===== config.mk =====
export PLATFORM = sky130hd
export DESIGN_NAME = basics_int
export DESIGN_NICKNAME = d
export VERILOG_FILES = /design/src/rtl/ice_pkg.sv /design/src/rtl/basics_int.sv
export SDC_FILE = /design/constraint.sdc
export NUM_CORES = 1
export LEC_CHECK = 0
export ABC_AREA = 1
export BUFFER_PORTS_ARGS = -buffer_cell sky130_fd_sc_hd__buf_4
export CORE_ASPECT_RATIO = 0.9
export CORE_MARGIN = 3
export CORE_UTILIZATION = 55
export DETAILED_ROUTE_END_ITERATION = 6
export GPL_TIMING_DRIVEN = 1
export PLACE_DENSITY_LB_ADDON = 0.08
export SETUP_SLACK_MARGIN = 0.4
export SYNTH_ARGS = -nofsm -noshare
export SYNTH_HDL_FRONTEND = slang
export SYNTH_SLANG_ARGS = --single-unit

===== constraint.sdc =====
create_clock -name clk -period 3.64 [get_ports clk]
set_input_delay 0.364 -clock clk [delete_from_list [all_inputs] [get_ports clk]]
set_output_delay 0.364 -clock clk [all_outputs]
set_load 0.01 [all_outputs]

===== src/rtl/ice_pkg.sv =====
package ice_pkg;

	// One byte on the UART, the master bus or a frame field
	typedef logic [7:0] ice_byte_t;

	// Slave data word
	// bit 8 flags the last word of a response
	typedef logic [8:0] sl_word_t;

	// Clock cycles per UART bit
	typedef logic [15:0] baud_div_t;

	// Host command codes
	localparam ice_byte_t CMD_VERSION = "V";
	localparam ice_byte_t CMD_BAUD = "b";
	localparam ice_byte_t CMD_GPIO_OUT = "O";
	localparam ice_byte_t CMD_GPIO_INT = "I";
	localparam ice_byte_t CMD_GPIO_READ = "i";

	// Solicited response codes
	localparam ice_byte_t RSP_ACK = 8'h00;
	localparam ice_byte_t RSP_NAK = 8'h01;

	// Unsolicited message types
	localparam ice_byte_t MSG_GPIO = "g";

	// Version reply payload
	localparam ice_byte_t VERSION_MAJOR = 8'h00;
	localparam ice_byte_t VERSION_MINOR = 8'h05;

	// True for every command some responder handles
	function automatic logic is_known_cmd(input ice_byte_t cmd);
		return cmd inside {CMD_VERSION, CMD_BAUD, CMD_GPIO_OUT, CMD_GPIO_INT,
			CMD_GPIO_READ};
	endfunction

endpackage


===== src/rtl/basics_int.sv =====
module basics_int
	import ice_pkg::*;
#(
	parameter int GPIO_WIDTH = 8,
	parameter int DEFAULT_BAUD_DIV = 16
) (
	input  logic                  clk,
	input  logic                  reset,
	input  logic                  generate_nak,
	input  ice_byte_t             ma_addr,
	input  ice_byte_t             ma_data,
	input  logic                  ma_data_valid,
	input  logic                  ma_frame_valid,
	output ice_byte_t             sl_addr,
	output sl_word_t              sl_data,
	output logic                  sl_data_latch,
	output logic                  sl_arb_request,
	input  logic                  sl_arb_grant,
	input  logic [GPIO_WIDTH-1:0] gpio_read,
	output logic [GPIO_WIDTH-1:0] gpio_level,
	output logic [GPIO_WIDTH-1:0] gpio_direction,
	output logic [GPIO_WIDTH-1:0] gpio_int_enable,
	output baud_div_t             uart_baud_div,
	input  logic                  uart_tx_empty
);
	// Code, event id and length of an empty ACK
	localparam logic [1:0] ACK_BYTES = 2'd3;

	logic fv_q;
	logic frame_end;
	ice_byte_t pcount;
	ice_byte_t p0;
	ice_byte_t p1;
	ice_byte_t rsp_code;
	ice_byte_t rsp_len;
	ice_byte_t rsp_b0;
	ice_byte_t rsp_b1;
	ice_byte_t word_byte;
	logic word_last;
	logic [1:0] widx;
	baud_div_t baud_pend;
	logic baud_wait;
	logic [1:0] fall_cnt;
	logic empty_q;

	assign frame_end = fv_q && !ma_frame_valid;

	always_ff @(posedge clk or posedge reset) begin
		if (reset) begin
			{fv_q, empty_q, baud_wait, sl_arb_request} <= 4'b0100;
			{pcount, p0, p1} <= '0;
			{rsp_code, rsp_len, rsp_b0, rsp_b1} <= '0;
			{widx, fall_cnt} <= '0;
			{gpio_level, gpio_direction, gpio_int_enable} <= '0;
			baud_pend <= '0;
			uart_baud_div <= baud_div_t'(DEFAULT_BAUD_DIV);
		end else begin
			fv_q <= ma_frame_valid;
			empty_q <= uart_tx_empty;
			// Keep the first two payload bytes, count the rest
			if (ma_data_valid) begin
				if (pcount == 8'd0)
					p0 <= ma_data;
				if (pcount == 8'd1)
					p1 <= ma_data;
				pcount <= pcount + 1'b1;
			end else if (!ma_frame_valid) begin
				pcount <= '0;
			end
			if (frame_end) begin
				sl_arb_request <= 1'b1;
				widx <= '0;
				rsp_code <= RSP_ACK;
				rsp_len <= 8'd0;
				if (generate_nak) begin
					rsp_code <= RSP_NAK;
				end else begin
					case (ma_addr)
						CMD_VERSION: if (pcount == 8'd0) begin
							rsp_len <= 8'd2;
							rsp_b0 <= VERSION_MAJOR;
							rsp_b1 <= VERSION_MINOR;
						end else rsp_code <= RSP_NAK;
						// Big-endian divider, applied once the ACK is out
						CMD_BAUD: if (pcount == 8'd2) begin
							baud_pend <= {p0, p1};
							baud_wait <= 1'b1;
							fall_cnt <= '0;
						end else rsp_code <= RSP_NAK;
						CMD_GPIO_OUT: if (pcount == 8'd2) begin
							gpio_direction <= GPIO_WIDTH'(p0);
							gpio_level <= GPIO_WIDTH'(p1);
						end else rsp_code <= RSP_NAK;
						CMD_GPIO_INT: if (pcount == 8'd1) begin
							gpio_int_enable <= GPIO_WIDTH'(p0);
						end else rsp_code <= RSP_NAK;
						CMD_GPIO_READ: if (pcount == 8'd0) begin
							rsp_len <= 8'd1;
							rsp_b0 <= 8'(gpio_read);
						end else rsp_code <= RSP_NAK;
						// Unknown codes come with generate_nak
						default: ;
					endcase
				end
			end
			// One word per granted cycle
			if (sl_data_latch) begin
				widx <= widx + 1'b1;
				if (word_last)
					sl_arb_request <= 1'b0;
			end
			// Count ACK bytes started after our grant, switch when the last stops
			if (baud_wait) begin
				if (sl_arb_grant) begin
					fall_cnt <= '0;
				end else if (empty_q && !uart_tx_empty && fall_cnt != ACK_BYTES) begin
					fall_cnt <= fall_cnt + 1'b1;
				end else if (fall_cnt == ACK_BYTES && uart_tx_empty) begin
					uart_baud_div <= baud_pend;
					baud_wait <= 1'b0;
				end
			end
		end
	end

	// Length word, then up to two payload bytes
	always_comb begin
		case (widx)
			2'd0: word_byte = rsp_len;
			2'd1: word_byte = rsp_b0;
			default: word_byte = rsp_b1;
		endcase
	end

	assign word_last = ({6'd0, widx} == rsp_len);
	assign sl_data_latch = sl_arb_grant & sl_arb_request;
	// Idle responders drive zero onto the shared bus
	assign sl_data = sl_arb_grant ? {word_last, word_byte} : '0;
	assign sl_addr = sl_arb_grant ? rsp_code : '0;

endmodule


==> flow_results.org <==
** Clocking
- Hold buffers post-CTS :: 0
- At the later pin of the worst-skew pair, clock insertion delay measures 0.36 ns.
- In this run, post-CTS repair resized a total of 0 instances.
- TritonCTS built the clock tree.
- After clock tree synthesis, the clock-pin slew on the worst setup and hold paths is around 0.10 ns.
- Num CTS Buffers :: 9
- Maximum clock insertion buffer count :: 2
- Master cell of the clock root buffer :: clkbuf_8
- The clock tree synthesis step divided the H-tree into 3 levels.
- Clock tree sinks :: 100
- Buffers added to address setup during post-CTS repair amount to 0.

** Synthesis
- After synthesis, the share of flip-flops with an asynchronous set or reset is 1.00.
- Avg Synthesized Cell Area :: 8.52 um^2
- Flops & latches, synth :: 100
- Number of warning messages in the yosys log :: 0
- Primary FF master, synth :: dfrtp_1
- Syn Inst Count :: 525
- Count of unique library cells instantiated by Yosys :: 35
- Yosys mapped a number of flops with a built-in enable equal to 0.
- Post-synth design cell area :: about 4500 um^2
- Of the synthesized area, sequential elements account for 0.560.

** Timing
- Derived from the worst setup path, the maximum achievable clock frequency is 0.437 GHz.
- The worst pin sits at a relative slew slack of 0.376.
- For the pin with the worst max-slew slack, the measured transition is 0.934 ns.
- Clock skew :: 0.00938 ns
- Final Hold Fails :: 0
- Final max-slew violation count :: 0
- Subtracting the final worst setup slack from the clock period gives 2.29 ns.
- Setup violations remaining at the end of the flow were counted as 0.
- For the final routed database, the setup TNS stands at 0 ns.
- Dividing the final minimum period by the clock period gives 0.629.
- Setup repair after global routing left no endpoint under its margin.

** Critical path
- Worst Path Class, Setup :: reg -> out
- Endpoint class of the critical path :: output port
- At the worst endpoint, the arrival time is approximately 1.9 ns.
- At the worst endpoint, the required time is 3.28 ns.
- Number of cells on the worst reg-to-reg path :: 6
- Type of element launching the critical path :: flip-flop
- Along the worst path, the maximum fanout reaches 5.

** Layout
- Number of filler cells placed in the layout :: 683
- Area of all sequential standard cells :: about 2500 um^2
- Growth of design area from synthesis to finish :: 18.8%
- 0 antenna diodes ended up in the layout.
- Of the cells placed in the final design, the portion with a size suffix greater than 1 is 0.204.
- Total Nets Final :: 645
- Footprint of the multi-input gates :: 1610 um^2
- The count of cells in the finished layout, fillers not included, comes to between 700 and 800.
- Commonest non-fill, non-tap cell in the layout :: nand2_1
- Post-layout instance area :: 5310 um^2
- Commonest cells after routing, fill and taps aside :: 194 x nand2_1, 98 x dfrtp_1, 84 x buf_4, 68 x inv_1, 42 x o21ai_0

** Hold path
- The tightest min-delay check is of the in -> async type.

** Placement
- Final HPWL from detailed placement :: about 6700 um
- Total cell area at the placement stage :: 5130 um^2
- Routability-driven placement finished with a final weighted congestion of 0.849.
- After detailed placement, the design holds a cell count of between 600 and 700.
- I/O Buffers :: 82

** Power and ir drop
- Worst-case vdd ir drop :: 0.358 mV
- In this run the power density over the cells is 459 nW/um^2.
- Leak pwr :: 3.01 nW

** Route
- After detailed routing, the wire length on met1 is 4200 um.
- The final layout contains routed wiring with a total length of 9120 um.
- Highest metal used :: met4
- Dividing the detail-routed wire length by the instance count gives 12.9 um.
- Vias per Instance :: 4.97
- Total via count in the routed design :: 3522
- Met3 wire len :: between 500 and 600 um
- Detail Route met2 WL :: 4330 um
- Once detail routing completed, the nets flagged for antenna violations numbered 0.
- Drt drc :: 0
- Pre-Repair DR Iteration Count :: 7
- In this run, the number of DRC markers left after iteration 0 of detailed routing was slightly below 200.

** Global route
- GRT Residual Overflow :: 0
- The first global-routing pass estimated around 15000 um of wire.
- All-layer global routing usage :: 0.207
- The number of global-route vias before repair was 3275.
- Maximum number of pins on one net before global-route repair :: 52
- The number of antenna violations at the first check in global routing is 0.

** Status
- Run status :: complete, no violations

** Floorplanning
- Core Rows :: 30
- Placeable core region :: slightly below 8000 um^2
- The die covers 9250 um^2.
- The die is 101 um wide.
- For this configuration, the core starts out at a cell density of 0.578.
- During I/O placement, the number of pins put on the boundary was 90.
- Floorplan die height :: 91.5 um

** Job
- Max-cap violations in this run came to 0.
[Yosys cell counts, types with 2 or more instances]
library cell	n	area (um^2)
a21oi_1	2	10.0
a31oi_1	2	12.5
buf_2	7	35.0
buf_4	8	60.1
clkbuf_1	3	11.3
dfrtp_1	98	2450
dfstp_2	2	52.6
ha_1	7	87.6
inv_1	69	259
nand2_1	194	728
nand3_1	19	95.1
nand3_2	2	20.0
nand4_1	10	62.6
nand4_2	2	25.0
nor2_1	23	86.3
nor2_2	3	18.8
o21ai_0	42	210
o21ai_1	4	20.0
o21ai_2	8	70.1
o22ai_1	2	12.5
o31ai_1	2	15.0
or2_2	2	12.5
xnor2_1	2	17.5
[registers in the layout (all words and copies together), names as in the netlist, 8 cells and up]
name             flops
baud_pend           16
p1                   8
uart_baud_div       16
gpio_level           8
p0                   8
rsp_b0               8
gpio_direction       8
gpio_int_enable      8
pcount               8
[cell families after synthesis]
logic type | Yosys count | share of synthesized area
and+or+nand+nor | 263 | 0.251
DFF | 100 | 0.560
buffers and inverters | 90 | 0.0859
AOI/OAI and AO/OA | 62 | 0.0783
adders and majority gates | 7 | 0.0196
xor gates and xnor gates | 2 | 0.00392
other | 1 | 0.000839
[worst paths after layout]
kind / startpoint / slack, ns / to
setup / recovery: widx[0]$_DFFE_PP0P_ / 1.35 / sl_data[2]
hold / removal: reset / 0.05 / uart_baud_div[10]$_DFFE_PP0P_
setup reg to reg: pcount[0]$_DFFE_PP0P_ / 1.41 / gpio_direction[5]$_DFFE_PP0P_
hold reg to reg: rsp_b1[0]$_DFFE_PP0P_ / 0.47 / rsp_b1[0]$_DFFE_PP0P_
max in group asynchronous: reset / 2.76 / empty_q$_DFF_PP1_
min in group clk: uart_tx_empty / 0.12 / empty_q$_DFF_PP1_
[metal layers]
layer / vias to the layer above / global-route usage
met5: - / 0
met4: 0 / 0.0388
met3: 7 / 0.0522
met2: 97 / 0.328
met1: 1638 / 0.291
li1: 1780 / -
[power breakdown]
| part | internal, mW | leakage (nW) | switching, mW |
|---|---|---|---|
| Clock | 0.262 | 0.0898 | 0.395 |
| Sequential | 1.23 | 1.34 | 0.126 |
| Combinational | 0.174 | 1.58 | 0.256 |
[metrics by stage]
step / setup slack (ns) / utilization / hold WS, ns / power (mW)
3_5_place_dp: 1.31 / 0.663 / 0.454 / 1.80
2_1_floorplan: 0.661 / - / 0.368 / 1.63
3_3_place_gp: 1.41 / 0.663 / 0.444 / 1.78
5_1_grt: 1.09 / 0.687 / 0.0805 / 2.57
6_report: 1.35 / 0.687 / 0.0523 / 2.44
4_1_cts: 1.32 / 0.687 / 0.0733 / 2.45
[cell type report]
cell class | count | area share
tap | 96 | 0.0226
clock inverter | 6 | 0.0101
multi-input combinational | 341 | 0.302
inverter | 71 | 0.0506
sequential | 100 | 0.472
clock buffer | 10 | 0.0240
timing repair buffer | 84 | 0.119
[critical path, cell delays in order (launching register included)]
cell,delay [ns]
dfrtp_1,0.44
ha_1,0.28
or2_2,0.33
o21ai_0,0.23
o21ai_0,0.13
buf_4,0.16
Power figures use the tool's default switching activity.
