===== config.mk =====
export PLATFORM = sky130hd
export DESIGN_NAME = ice_bus_controller
export DESIGN_NICKNAME = d
export VERILOG_FILES = /design/src/rtl/ice_pkg.sv /design/src/rtl/ice_bus_controller.sv
export SDC_FILE = /design/constraint.sdc
export NUM_CORES = 1
export LEC_CHECK = 0
export ABC_AREA = 0
export BUFFER_PORTS_ARGS = -buffer_cell sky130_fd_sc_hd__buf_4
export CAP_MARGIN = 20
export CORE_ASPECT_RATIO = 1.25
export CORE_MARGIN = 1.5
export CORE_UTILIZATION = 60
export DETAILED_ROUTE_END_ITERATION = 12
export GPL_TIMING_DRIVEN = 0
export PLACE_DENSITY = 0.79
export SYNTH_ARGS = -nofsm -noshare
export SYNTH_HDL_FRONTEND = slang
export SYNTH_SLANG_ARGS = --single-unit

===== constraint.sdc =====
create_clock -name clk -period 3.39 [get_ports clk]
set_input_delay 0.339 -clock clk [delete_from_list [all_inputs] [get_ports clk]]
set_output_delay 0.339 -clock clk [all_outputs]
set_load 0.02 [all_outputs]

===== src/rtl/ice_pkg.sv =====
package ice_pkg;

	// One byte on the UART, the master bus or a frame field
	typedef logic [7:0] ice_byte_t;

	// Slave data word
	// bit 8 flags the last word of a response
	typedef logic [8:0] sl_word_t;

	// Clock cycles per UART bit
	typedef logic [15:0] baud_div_t;

	// Host command codes
	localparam ice_byte_t CMD_VERSION = "V";
	localparam ice_byte_t CMD_BAUD = "b";
	localparam ice_byte_t CMD_GPIO_OUT = "O";
	localparam ice_byte_t CMD_GPIO_INT = "I";
	localparam ice_byte_t CMD_GPIO_READ = "i";

	// Solicited response codes
	localparam ice_byte_t RSP_ACK = 8'h00;
	localparam ice_byte_t RSP_NAK = 8'h01;

	// Unsolicited message types
	localparam ice_byte_t MSG_GPIO = "g";

	// Version reply payload
	localparam ice_byte_t VERSION_MAJOR = 8'h00;
	localparam ice_byte_t VERSION_MINOR = 8'h05;

	// True for every command some responder handles
	function automatic logic is_known_cmd(input ice_byte_t cmd);
		return cmd inside {CMD_VERSION, CMD_BAUD, CMD_GPIO_OUT, CMD_GPIO_INT,
			CMD_GPIO_READ};
	endfunction

endpackage


===== src/rtl/ice_bus_controller.sv =====
module ice_bus_controller
	import ice_pkg::*;
#(
	parameter int NUM_DEV = 2,
	parameter int RESP_DEPTH = 16
) (
	input  logic               clk,
	input  logic               reset,
	input  ice_byte_t          rx_char,
	input  logic               rx_char_valid,
	output ice_byte_t          tx_char,
	output logic               tx_char_valid,
	input  logic               tx_char_ready,
	output logic               generate_nak,
	output ice_byte_t          ma_addr,
	output ice_byte_t          ma_data,
	output logic               ma_data_valid,
	output logic               ma_frame_valid,
	input  ice_byte_t          sl_addr,
	input  sl_word_t           sl_data,
	input  logic               sl_data_latch,
	input  logic [NUM_DEV-1:0] sl_arb_request,
	output logic [NUM_DEV-1:0] sl_arb_grant
);
	localparam int AW = $clog2(RESP_DEPTH);
	localparam int CW = $clog2(RESP_DEPTH + 1);

	typedef enum logic [2:0] {P_CMD, P_EVT, P_LEN, P_DATA, P_END} parse_state_t;
	typedef enum logic [1:0] {F_IDLE, F_COLLECT, F_SEND} frm_state_t;

	parse_state_t p_state;
	frm_state_t f_state;
	ice_byte_t cmd_q;
	ice_byte_t evt_id;
	ice_byte_t remaining;
	ice_byte_t hdr_code;
	ice_byte_t hdr_evt;
	ice_byte_t async_cnt;
	ice_byte_t resp_buf [RESP_DEPTH];
	logic [CW-1:0] wcount;
	logic [CW:0] sidx;
	logic [CW:0] rd_ptr;
	logic [NUM_DEV-1:0] grant_next;

	// Frame parser, broadcasts on the master bus
	always_ff @(posedge clk or posedge reset) begin
		if (reset) begin
			p_state <= P_CMD;
			cmd_q <= '0;
			evt_id <= '0;
			remaining <= '0;
			ma_addr <= '0;
			ma_data <= '0;
			ma_data_valid <= 1'b0;
			ma_frame_valid <= 1'b0;
			generate_nak <= 1'b0;
		end else begin
			ma_data_valid <= 1'b0;
			generate_nak <= 1'b0;
			case (p_state)
				P_CMD: if (rx_char_valid) begin
					cmd_q <= rx_char;
					p_state <= P_EVT;
				end
				// Echoed in the solicited reply
				P_EVT: if (rx_char_valid) begin
					evt_id <= rx_char;
					p_state <= P_LEN;
				end
				P_LEN: if (rx_char_valid) begin
					ma_addr <= cmd_q;
					remaining <= rx_char;
					ma_frame_valid <= 1'b1;
					p_state <= (rx_char == '0) ? P_END : P_DATA;
				end
				P_DATA: if (rx_char_valid) begin
					ma_data <= rx_char;
					ma_data_valid <= 1'b1;
					remaining <= remaining - 1'b1;
					if (remaining == 8'd1)
						p_state <= P_END;
				end
				default: begin
					// Frame end, nobody answers unknown commands
					ma_frame_valid <= 1'b0;
					generate_nak <= !is_known_cmd(ma_addr);
					p_state <= P_CMD;
				end
			endcase
		end
	end

	// Fixed priority, lowest index wins
	always_comb begin
		grant_next = '0;
		for (int i = NUM_DEV - 1; i >= 0; i--) begin
			if (sl_arb_request[i])
				grant_next = NUM_DEV'(1) << i;
		end
	end

	// Arbiter and framer
	// buffer holds the length word then the payload
	always_ff @(posedge clk or posedge reset) begin
		if (reset) begin
			f_state <= F_IDLE;
			sl_arb_grant <= '0;
			wcount <= '0;
			sidx <= '0;
			hdr_code <= '0;
			hdr_evt <= '0;
			async_cnt <= '0;
		end else begin
			case (f_state)
				F_IDLE: begin
					wcount <= '0;
					sidx <= '0;
					if (|sl_arb_request) begin
						sl_arb_grant <= grant_next;
						f_state <= F_COLLECT;
					end
				end
				F_COLLECT: if (sl_data_latch) begin
					wcount <= wcount + 1'b1;
					hdr_code <= sl_addr;
					if (sl_data[8]) begin
						sl_arb_grant <= '0;
						f_state <= F_SEND;
						// ACK/NAK echo the command, anything else is unsolicited
						if (sl_addr == RSP_ACK || sl_addr == RSP_NAK) begin
							hdr_evt <= evt_id;
						end else begin
							hdr_evt <= async_cnt;
							async_cnt <= async_cnt + 1'b1;
						end
					end
				end
				default: if (tx_char_ready) begin
					sidx <= sidx + 1'b1;
					// Two header bytes plus the buffered words
					if (sidx == {1'b0, wcount} + 1'b1)
						f_state <= F_IDLE;
				end
			endcase
		end
	end

	always_ff @(posedge clk) begin
		if (f_state == F_COLLECT && sl_data_latch)
			resp_buf[wcount[AW-1:0]] <= sl_data[7:0];
	end

	// Header bytes first, then the buffer
	always_comb begin
		rd_ptr = sidx - 2'd2;
		case (sidx)
			'd0: tx_char = hdr_code;
			'd1: tx_char = hdr_evt;
			default: tx_char = resp_buf[rd_ptr[AW-1:0]];
		endcase
	end

	assign tx_char_valid = (f_state == F_SEND) && tx_char_ready;

	// Only one responder owns the slave bus, and only while it asks
	a_grant_owner: assert property (@(posedge clk) disable iff (reset)
		$onehot0(sl_arb_grant) && ((sl_arb_grant & ~sl_arb_request) == '0));

	// Responders stay within the buffer
	a_resp_depth: assert property (@(posedge clk) disable iff (reset)
		(f_state == F_COLLECT && sl_data_latch) |-> (wcount < RESP_DEPTH));

endmodule


==> results.yml, run 1 <==
placement:
  dp_hpwl_um: 13710
  port_buffers: 61
  place_congestion: 0.8966
  dpl.cell_count: 858
  postPlaceCellArea_um2: 9849
  pre_cts_ws_ns: -0.01412
logic_synthesis:
  ys_seq_area_share_pct: 65.51
  yosysTopAreaCellShare_pct: 42.17
  synth_top_family_by_area: "multiplexers"
  syn-mean-instance-area_um2: 14.94
  synth_fa_ha_area_share_pct: 1.647
  synth_cell_types: 57
  synth_compound_area_share_pct: 6.082
  synth.area.mux_share_pct: 14.79
  syn_inst: 610
  syn-num-nets: 654
  yosys.area_share.xor_xnor_pct: 1.812
  netlist_area_um2: 9114
  yosys_warnings: 0
  synth_area_leaders: "edfxtp_1 (42%), dfrtp_1 (23%), mux4_2 (7.2%), mux2_1 (3.8%), nand2_1 (2.8%)"
  async_reset_ff_share_pct: 39.91
  synthSimpleGateAreaFrac_pct: 8.004
  synth_ff_type: "edfxtp_1"
  ys_ff_latch: 213
  synth_edf_count: 128
  synth_top_cell_by_area: "edfxtp_1"
worst_setup_path:
  timing.rr.end: "resp_buf[14][3]"
  reg2reg_depth: 6
  cpMaxStageDelayCell: "dfrtp_1"
  max_stage_delay_ns: 0.40
  critical_path.cell_chain: "buf_6 -> clkbuf_8 -> inv_1 -> ha_4 -> xor2_4 -> buf_4 -> mux2i_1 -> o221ai_1 -> buf_4"
  required_ns: 3.05
  timing.rr.start: "f_state[1]"
  crit_type: "flop to output port"
  start_kind: "flop"
  endpoint_kind: "output port"
  ff2ff_setup_slack_ns: 0.72
  path_max_fanout: 10
  worstPathArrival_ns: 3.00
  cpMostUsedCell: "buf_4"
floorplan:
  dieArea_um2: 15940
  fp.coreArea_um2: 14890
  dieHeight_um: 140.8
  row_count: 50
  die_w_um: 113.2
  ioPinCount: 62
  start_util_pct: 61.21
cells_and_area:
  layout_common_cells: "edfxtp_1 (128), dfrtp_1 (85), nand2_1 (69)"
  final_area_um2: 10530
  antenna_cells_inserted: 0
  nNetsFinal: 745
  layout-drive-gt1-share_pct: 21.29
  area_delta_synth_final_pct: 15.57
  final_common_cell: "edfxtp_1"
  fill_cells: 949
  fin_cells: 896
  fin_util_pct: 70.74
sta:
  period_share_pct: 98.44
  tightest_slew_ns: 1.010
  fin_worst_skew_ns: 0.01110
  hold_viol: 0
  timing.final.ws_setup_ns: 0.05302
  max_slew_margin_pct: 32.41
  holdWs_ns: 0.04832
  setup_violations: 0
  tns_ns: 0
  timing.fmax_mhz: 299.7
  rsz0062_at_grt: "no"
  maxSlewViolCount: 0
  min_period_ns: 3.337
grt:
  grt_start_max_net_pins: 78
  grt_usage_pct: 25.73
  grt_pass1_wl_um: 30960
  overflow: 0
  antenna_found_initial: 0
  grt_pass1_vias: 5770
routing:
  wl_per_cell_um: 22.20
  drc: 0
  wirelength_um: 19890
  antenna_left: 0
  drtIter0Drc: 380
  vias_per_cell: 6.141
  vias: 5502
  first_pass_iters: 5
worst_hold_path:
  min_path_cells: 3
  holdPathEnd: "hdr_code[0]"
  hp-start: "sl_addr[0]"
  hold_path_class: "primary input to flop"
clocking:
  cts_tree: "yes"
  clock-sinks: 213
  clk_pin_slew_ns: 0.06
  cts_root_buf: "clkbuf_16"
  clock_latency_ns: 0.50
  htreeDepth: 1
  cts_buffer_depth: 3
  cts_inserted_buffers: 21
pwr:
  power_mw: 9.014
  p_leak_nw: 4.158
  ir_drop_uv: 596.0
  p_per_area_nw_per_um2: 855.8
job:
  cap_violations: 0
status:
  status: "finished, final reports clean"
==> metal layers <==
metal	GRT usage, %	vias up	share of wire, %
li1	-	2478	-
met1	30.68	2733	38
met2	46.86	238	53
met3	3.783	53	6.0
met4	10.39	0	3.6
met5	0	-	0
==> worst max-delay path: cells and delay by family (launching register included) <==
family | cells | cell delay [ns]
XOR/XNOR | 1 | 0.33
buffers and inverters | 5 | 1.00
AO/OA/AOI/OAI | 1 | 0.21
adder cells (fa/ha/maj) | 1 | 0.18
multiplexers | 1 | 0.36
flip-flops | 1 | 0.40
==> cell usage after synthesis (3+ instances only) <==
cell type  instances
xor2_1             6
a21oi_1           13
mux4_1             4
a22o_1             9
buf_4              3
nand2_1           69
xnor2_1           11
buf_2              7
nor3_1             9
o221ai_1           7
nand2b_1           5
nand4_1            6
and3_1             3
mux4_2            29
clkbuf_1          13
o21ai_1           20
mux2_1            31
inv_1             15
o21ai_0           12
nand3_1            9
mux2i_1           24
edfxtp_1         128
nor2_1            35
dfrtp_1           85
ha_1              12
inv_2              3
==> flip-flops by register name, summed over array words and instances (netlist names), 2 cells and up <==
signal / flops
async_cnt: 8
cmd_q: 8
evt_id: 8
f_state: 2
hdr_code: 8
hdr_evt: 8
ma_addr: 8
ma_data: 8
p_state: 3
remaining: 8
resp_buf: 128
sidx: 6
sl_arb_grant: 2
wcount: 5
==> how the worst max path moves through the flow <==
stage,from,endpoint
2_1_floorplan,sidx[1],tx_char[7]
3_3_place_gp,sidx[1],tx_char[1]
3_5_place_dp,sidx[1],tx_char[3]
4_1_cts,sidx[1],tx_char[7]
5_1_grt,sidx[1],tx_char[7]
6_report,sidx[1],tx_char[3]
==> report_power, final <==
| group | leakage, nW | total [mW] | internal (mW) | switching, mW |
|---|---|---|---|---|
| combinational | 1.64 | 3.34 | 1.46 | 1.88 |
| clock | 0.312 | 2.15 | 1.21 | 0.942 |
| sequential | 2.21 | 3.52 | 3.20 | 0.318 |
| total | 4.16 | 9.01 | 5.87 | 3.14 |
==> area by class of cell <==
cell class	count	area [um2]	area share, %
Buffer	26	138.9	1.319
Clock buffer	26	579.3	5.500
Clock inverter	10	48.80	0.4633
Inverter	19	73.82	0.7009
Multi-Input combinational cell	352	2970	28.20
Sequential cell	213	5971	56.69
Tap cell	182	227.7	2.162
Timing Repair Buffer	68	523.0	4.966
==> cells by family (layout without fill, tap and decap cells) <==
kind of cell | count (synthesis) | after routing
adders and majority gates | 12 | 12
muxes | 88 | 88
xor gates and xnor gates | 18 | 18
and+or+nand+nor | 150 | 150
AOI/OAI and AO/OA | 84 | 84
buffers and inverters | 45 | 149
DFF | 213 | 213
==> timing repair <==
| item | 4_1_cts | 5_1_grt |
|---|---|---|
| hold endpoints to repair | 8 | 0 |
| buffers inserted | 0 | 1 |
| hold buffers | 1 | 0 |
| setup endpoints to repair | 8 | 8 |
| pin swaps | 0 | 0 |
| gates resized for setup | 7 | 2 |
Note: power is estimated with default switching activity, not from simulation.
==> run 2: changes to the inputs <==
==> constraint.sdc (replaced) <==
create_clock -name clk -period 3.39 [get_ports clk]
set_input_delay 0.8475 -clock clk [delete_from_list [all_inputs] [get_ports clk]]
set_output_delay 0.8475 -clock clk [all_outputs]
set_load 0.02 [all_outputs]
==> run 2 against run 1 <==
  * The run now ends with negative setup slack left
  * Largest cell class unchanged
  * First-iteration DRC count rose by 13%
  * Wire length rose by 1.2%
  * Total power rose by 3.9%
==> results.yml, run 2 (synthesis results as in run 1) <==
status:
  status: "finished, violations left"
  violations: "negative setup slack"
routing:
  wl_per_cell_um: 22.33
  antenna_left: 0
  vias_per_cell: 6.208
  wirelength_um: 20120
  drc: 0
  drtIter0Drc: 429
  first_pass_iters: 6
  vias: 5593
floorplan:
  die_w_um: 113.2
  dieArea_um2: 15940
  ioPinCount: 62
  fp.coreArea_um2: 14890
  dieHeight_um: 140.8
  row_count: 50
  start_util_pct: 61.21
grt:
  antenna_found_initial: 0
  grt_usage_pct: 26.04
  grt_pass1_vias: 5820
  overflow: 0
  grt_pass1_wl_um: 31400
  grt_start_max_net_pins: 78
pwr:
  p_leak_nw: 4.210
  p_per_area_nw_per_um2: 874.6
  ir_drop_uv: 600.3
placement:
  dpl.cell_count: 858
  port_buffers: 61
  place_congestion: 0.8966
  pre_cts_ws_ns: -0.5226
  dp_hpwl_um: 13710
worst_setup_path:
  max_stage_delay_ns: 0.54
  crit_family: "multiplexers"
  worstPathArrival_ns: 2.77
  worst-path-buf-inv: 4
  crit_type: "flop to output port"
  cpMaxStageDelayCell: "mux4_2"
  path_max_fanout: 5
  start_kind: "flop"
  ff2ff_setup_slack_ns: 0.71
  reg2reg_depth: 6
  timing.rr.end: "resp_buf[14][3]"
  timing.rr.start: "f_state[1]"
  required_ns: 2.54
  critical_path.cell_chain: "buf_6 -> clkbuf_16 -> clkinvlp_4 -> ha_4 -> mux4_2 -> mux4_2 -> a22o_4 -> buf_6"
  endpoint_kind: "output port"
cells_and_area:
  fin_cells: 901
  layout-drive-gt1-share_pct: 24.62
  fin_util_pct: 71.92
  nNetsFinal: 750
  layout_common_cells: "edfxtp_1 (128), dfrtp_1 (85), buf_4 (69)"
  final_common_cell: "edfxtp_1"
  largest_reg_flops: 128
  antenna_cells_inserted: 0
  area_delta_synth_final_pct: 17.50
sta:
  tns_ns: -0.2291
  max_slew_margin_pct: 32.97
  rsz0062_at_grt: "yes"
  tightest_slew_ns: 1.002
  maxSlewViolCount: 0
  min_period_ns: 3.619
  setup_violations: 1
  timing.final.ws_setup_ns: -0.2291
  period_share_pct: 106.8
  fin_worst_skew_ns: 0.01109
  hold_viol: 0
  timing.fmax_mhz: 276.3
worst_hold_path:
  hold_path_class: "primary input to asynchronous set/reset pin"
clocking:
  cts_buffer_depth: 3
  cts_inserted_buffers: 21
  cts_root_buf: "clkbuf_16"
  clk_pin_slew_ns: 0.06
  clock-sinks: 213
  clock_latency_ns: 0.50
  htreeDepth: 1
  cts_tree: "yes"
  ctsHoldBuffers: 0
job:
  cap_violations: 0
[run 2: changes by cell type in the layout (fill, tap and decap cells not counted), sizes merged]
cell / change
buf: +7
clkbuf: -1
clkinvlp: +1
dlygate4sd3: -1
inv: -1
[run 2: what timing repair did]
item / CTS / global route
resized for setup: 29 / 11
buffers inserted: 7 / 2
gates cloned: 0 / 0
pin swaps: 3 / 1
setup endpoints to repair: 8 / 8
[run 2: worst max-delay path by stage]
| stage | slack, ns | from | endpoint | cells past startpoint |
|---|---|---|---|---|
| final | -0.23 | sidx[1] | tx_char[7] | 8 |
| after global routing | -0.27 | sidx[1] | tx_char[7] | 8 |
| after CTS | -0.24 | sidx[1] | tx_char[7] | 8 |
| after detailed placement | -0.52 | sidx[1] | tx_char[3] | 9 |
| after global placement | -0.51 | sidx[1] | tx_char[1] | 9 |
| after floorplan | 0.21 | sidx[1] | tx_char[7] | 7 |
[run 2: layout make-up]
type / count / area (um2)
plain buffers: 24 / 177.7
flip-flops and latches: 213 / 5971
clock inverters: 10 / 48.80
fillers: 931 / 4180
multi-input cells: 352 / 3050
clock buffers: 26 / 579.3
inverters: 19 / 77.57
repair buffers: 75 / 576.8
well taps: 182 / 227.7
[run 2: metrics by stage]
stage | hold WS (ns) | cell area (um2) | power [mW]
floorplan | 0.4453 | 9114 | 5.683
global placement | 0.4657 | 9799 | 6.666
detailed placement | 0.4726 | 9849 | 6.807
CTS | 0.2399 | 10640 | 9.249
global route | 0.2515 | 10710 | 9.775
finish | 0.2504 | 10710 | 9.366
[run 2: worst register-to-register path, stage by stage (launching register included)]
cell	delay, ns
dfrtp_1	0.35
clkbuf_1	0.23
nor2b_1	0.33
and2_1	0.26
buf_2	0.24
nand2_1	0.15
nor2_1	0.74
[run 2: power by group]
group          leakage [nW]  internal, mW  switching, mW
Clock                 0.312          1.21          0.935
Sequential             2.21          3.20          0.319
Combinational          1.69          1.69           2.01
Total                  4.21          6.10           3.26
[run 2: per-layer routing]
metal	global-route usage [%]	share of wire (%)
met2	47.72	53
met3	3.611	5.9
met1	30.99	38
met4	10.39	3.6
met5	0	0
==> run 3: changes to the inputs <==
--- a/config.mk
+++ b/config.mk
@@ -14,6 +14,7 @@
 export DETAILED_ROUTE_END_ITERATION = 12
 export GPL_TIMING_DRIVEN = 0
 export PLACE_DENSITY = 0.79
+export RECOVER_POWER = 100
 export SYNTH_ARGS = -nofsm -noshare
 export SYNTH_HDL_FRONTEND = slang
 export SYNTH_SLANG_ARGS = --single-unit
==> run 3 against run 2 <==
  * The flow finishes with violations (max-capacitance violations, max-slew violations, negative setup slack)
  * Non-clock buffer count is the same
  * Critical path depth is the same
  * Worst hold slack gained 0.075 ns
  * Setup slack lost 0.0025 ns
  * Maximum frequency is essentially flat
  * Count of clock-buffer cells in the layout is the same
  * Die area is the same
  * Total power shrank 1.9%
  * Via count grew 0.45%
  * Final cell count is the same
  * Global-route usage is the same
  * Sequential share of layout area grew 1.1 points
  * Critical endpoint unchanged
  * Largest cell class unchanged
  * Largest power group unchanged
  * Highest routed layer unchanged
==> results.yml, run 3 (synthesis results as in run 1) <==
routing:
  vias: 5618
  drtIter0Drc: 498
  top_layer_used: "met4"
  wirelength_um: 20160
  wl_per_cell_um: 22.37
  vias_per_cell: 6.235
  first_pass_iters: 5
  antenna_left: 0
  met2_length_um: 10650
  wl_met1_um: 7621
  wl_met3_um: 1127
  drc: 0
pwr:
  intPower_mw: 5.959
  pwr-share-comb_pct: 38.4
  seqPwrFrac_pct: 38.2
  power.switching_mw: 3.228
  p_leak_nw: 4.031
  ir_drop_uv: 534.0
  p_per_area_nw_per_um2: 874.4
  power_frac_clock_pct: 23.4
  swShare_pct: 35.14
sta:
  timing.final.ws_setup_ns: -0.2315
  setup_violations: 1
  max_slew_margin_pct: -21.38
  fin_worst_skew_ns: 0.01234
  period_share_pct: 106.8
  rsz0062_at_grt: "yes"
  maxSlewViolCount: 96
  tightest_slew_ns: 1.821
  min_period_ns: 3.622
  hold_viol: 0
  timing.fmax_mhz: 276.1
  tns_ns: -0.2315
  holdWs_ns: 0.3259
grt:
  grt_usage_pct: 26.04
  grt_pass1_wl_um: 31400
  overflow: 0
  grt_start_max_net_pins: 78
  antenna_found_initial: 0
  grt_pass1_vias: 5820
clocking:
  htreeDepth: 1
  clock-sinks: 213
  clk_pin_slew_ns: 0.06
  cts_inserted_buffers: 21
  cts_tree: "yes"
  cts_root_buf: "clkbuf_16"
  clock_latency_ns: 0.50
  cts_buffer_depth: 3
  ctsHoldBuffers: 0
worst_setup_path:
  endpoint_kind: "output port"
  timing.rr.end: "resp_buf[2][3]"
  worstPathArrival_ns: 2.77
  worst-path-buf-inv: 4
  ff2ff_setup_slack_ns: 0.49
  cpMaxStageDelayCell: "mux4_2"
  crit_family: "multiplexers"
  path_max_fanout: 5
  reg2reg_depth: 7
  start_kind: "flop"
  crit_type: "flop to output port"
  required_ns: 2.54
  timing.rr.start: "f_state[1]"
  critical_path.cell_chain: "buf_6 -> clkbuf_16 -> clkinvlp_4 -> ha_4 -> mux4_2 -> mux4_2 -> a22o_4 -> buf_6"
  max_stage_delay_ns: 0.54
floorplan:
  row_count: 50
  ioPinCount: 62
  dieHeight_um: 140.8
  die_w_um: 113.2
  start_util_pct: 61.21
  dieArea_um2: 15940
  fp.coreArea_um2: 14890
cells_and_area:
  final_common_cell: "edfxtp_1"
  layout_common_cells: "edfxtp_1 (128), dfrtp_1 (85), nand2_1 (68)"
  largest_reg_flops: 128
  layout-drive-gt1-share_pct: 18.64
  seq_area_um2: 5971
  fill_cells: 977
  multi_input_area_um2: 2994
  antenna_cells_inserted: 0
  nNetsFinal: 750
  area_delta_synth_final_pct: 15.28
status:
  status: "finished, violations left"
  violations: "max-capacitance violations, max-slew violations, negative setup slack"
placement:
  port_buffers: 61
  place_congestion: 0.8966
  dp_hpwl_um: 13710
job:
  cap_violations: 3
worst_hold_path:
  hold_path_class: "primary input to asynchronous set/reset pin"
[run 3: cell count changes in the layout (fill, tap and decap cells not counted), sizes merged]
cell | previous run | this run
buf | 87 | 48
clkbuf | 38 | 77
clkinv | 9 | 10
clkinvlp | 2 | 3
inv | 18 | 16
[run 3: through the flow]
step                instances  power (mW)  setup WS, ns  cell area [um2]  util (%)
finish                    901       9.187       -0.2315            10510     70.56
global placement          853       6.666       -0.5079             9799     65.82
detailed placement        858       6.807       -0.5226             9849     66.15
CTS                       899       9.249       -0.2439            10640     71.48
global route              901       9.591       -0.2728            10510     70.56
floorplan                 610       5.683        0.2143             9114         -
[run 3: worst max path at each step]
stage | endpoint | from | slack [ns] | cells after the start
global placement | tx_char[1] | sidx[1] | -0.51 | 9
CTS | tx_char[7] | sidx[1] | -0.24 | 8
detailed placement | tx_char[3] | sidx[1] | -0.52 | 9
global route | tx_char[7] | sidx[1] | -0.27 | 8
floorplan | tx_char[7] | sidx[1] | 0.21 | 7
finish | tx_char[7] | sidx[1] | -0.23 | 8
[run 3: area by class of cell]
cell class	count	area share [%]
flip-flops and latches	213	56.83
multi-input cells	352	28.50
clock buffers	26	5.514
repair buffers	75	4.132
well taps	182	2.167
plain buffers	24	1.667
inverters	19	0.7265
clock inverters	10	0.4645
[run 3: layer usage]
layer | global-route usage (%) | up-vias
met2 | 47.72 | 253
met4 | 10.39 | 0
met5 | 0 | -
met3 | 3.611 | 60
li1 | - | 2486
met1 | 30.99 | 2819
[run 3: repair_timing]
action                     CTS  global route
pin swaps                    3             1
setup buffers                7             2
setup endpoints to repair    8             8
resized for setup           29            11
[run 3: power groups by stage]
stage | clock [mW] | sequential (mW) | combinational [mW]
detailed placement | 0 | 3.56 | 3.25
finish | 2.15 | 3.51 | 3.52
global route | 2.26 | 3.56 | 3.77
global placement | 0 | 3.53 | 3.14
CTS | 2.18 | 3.52 | 3.55
floorplan | 0 | 3.61 | 2.07
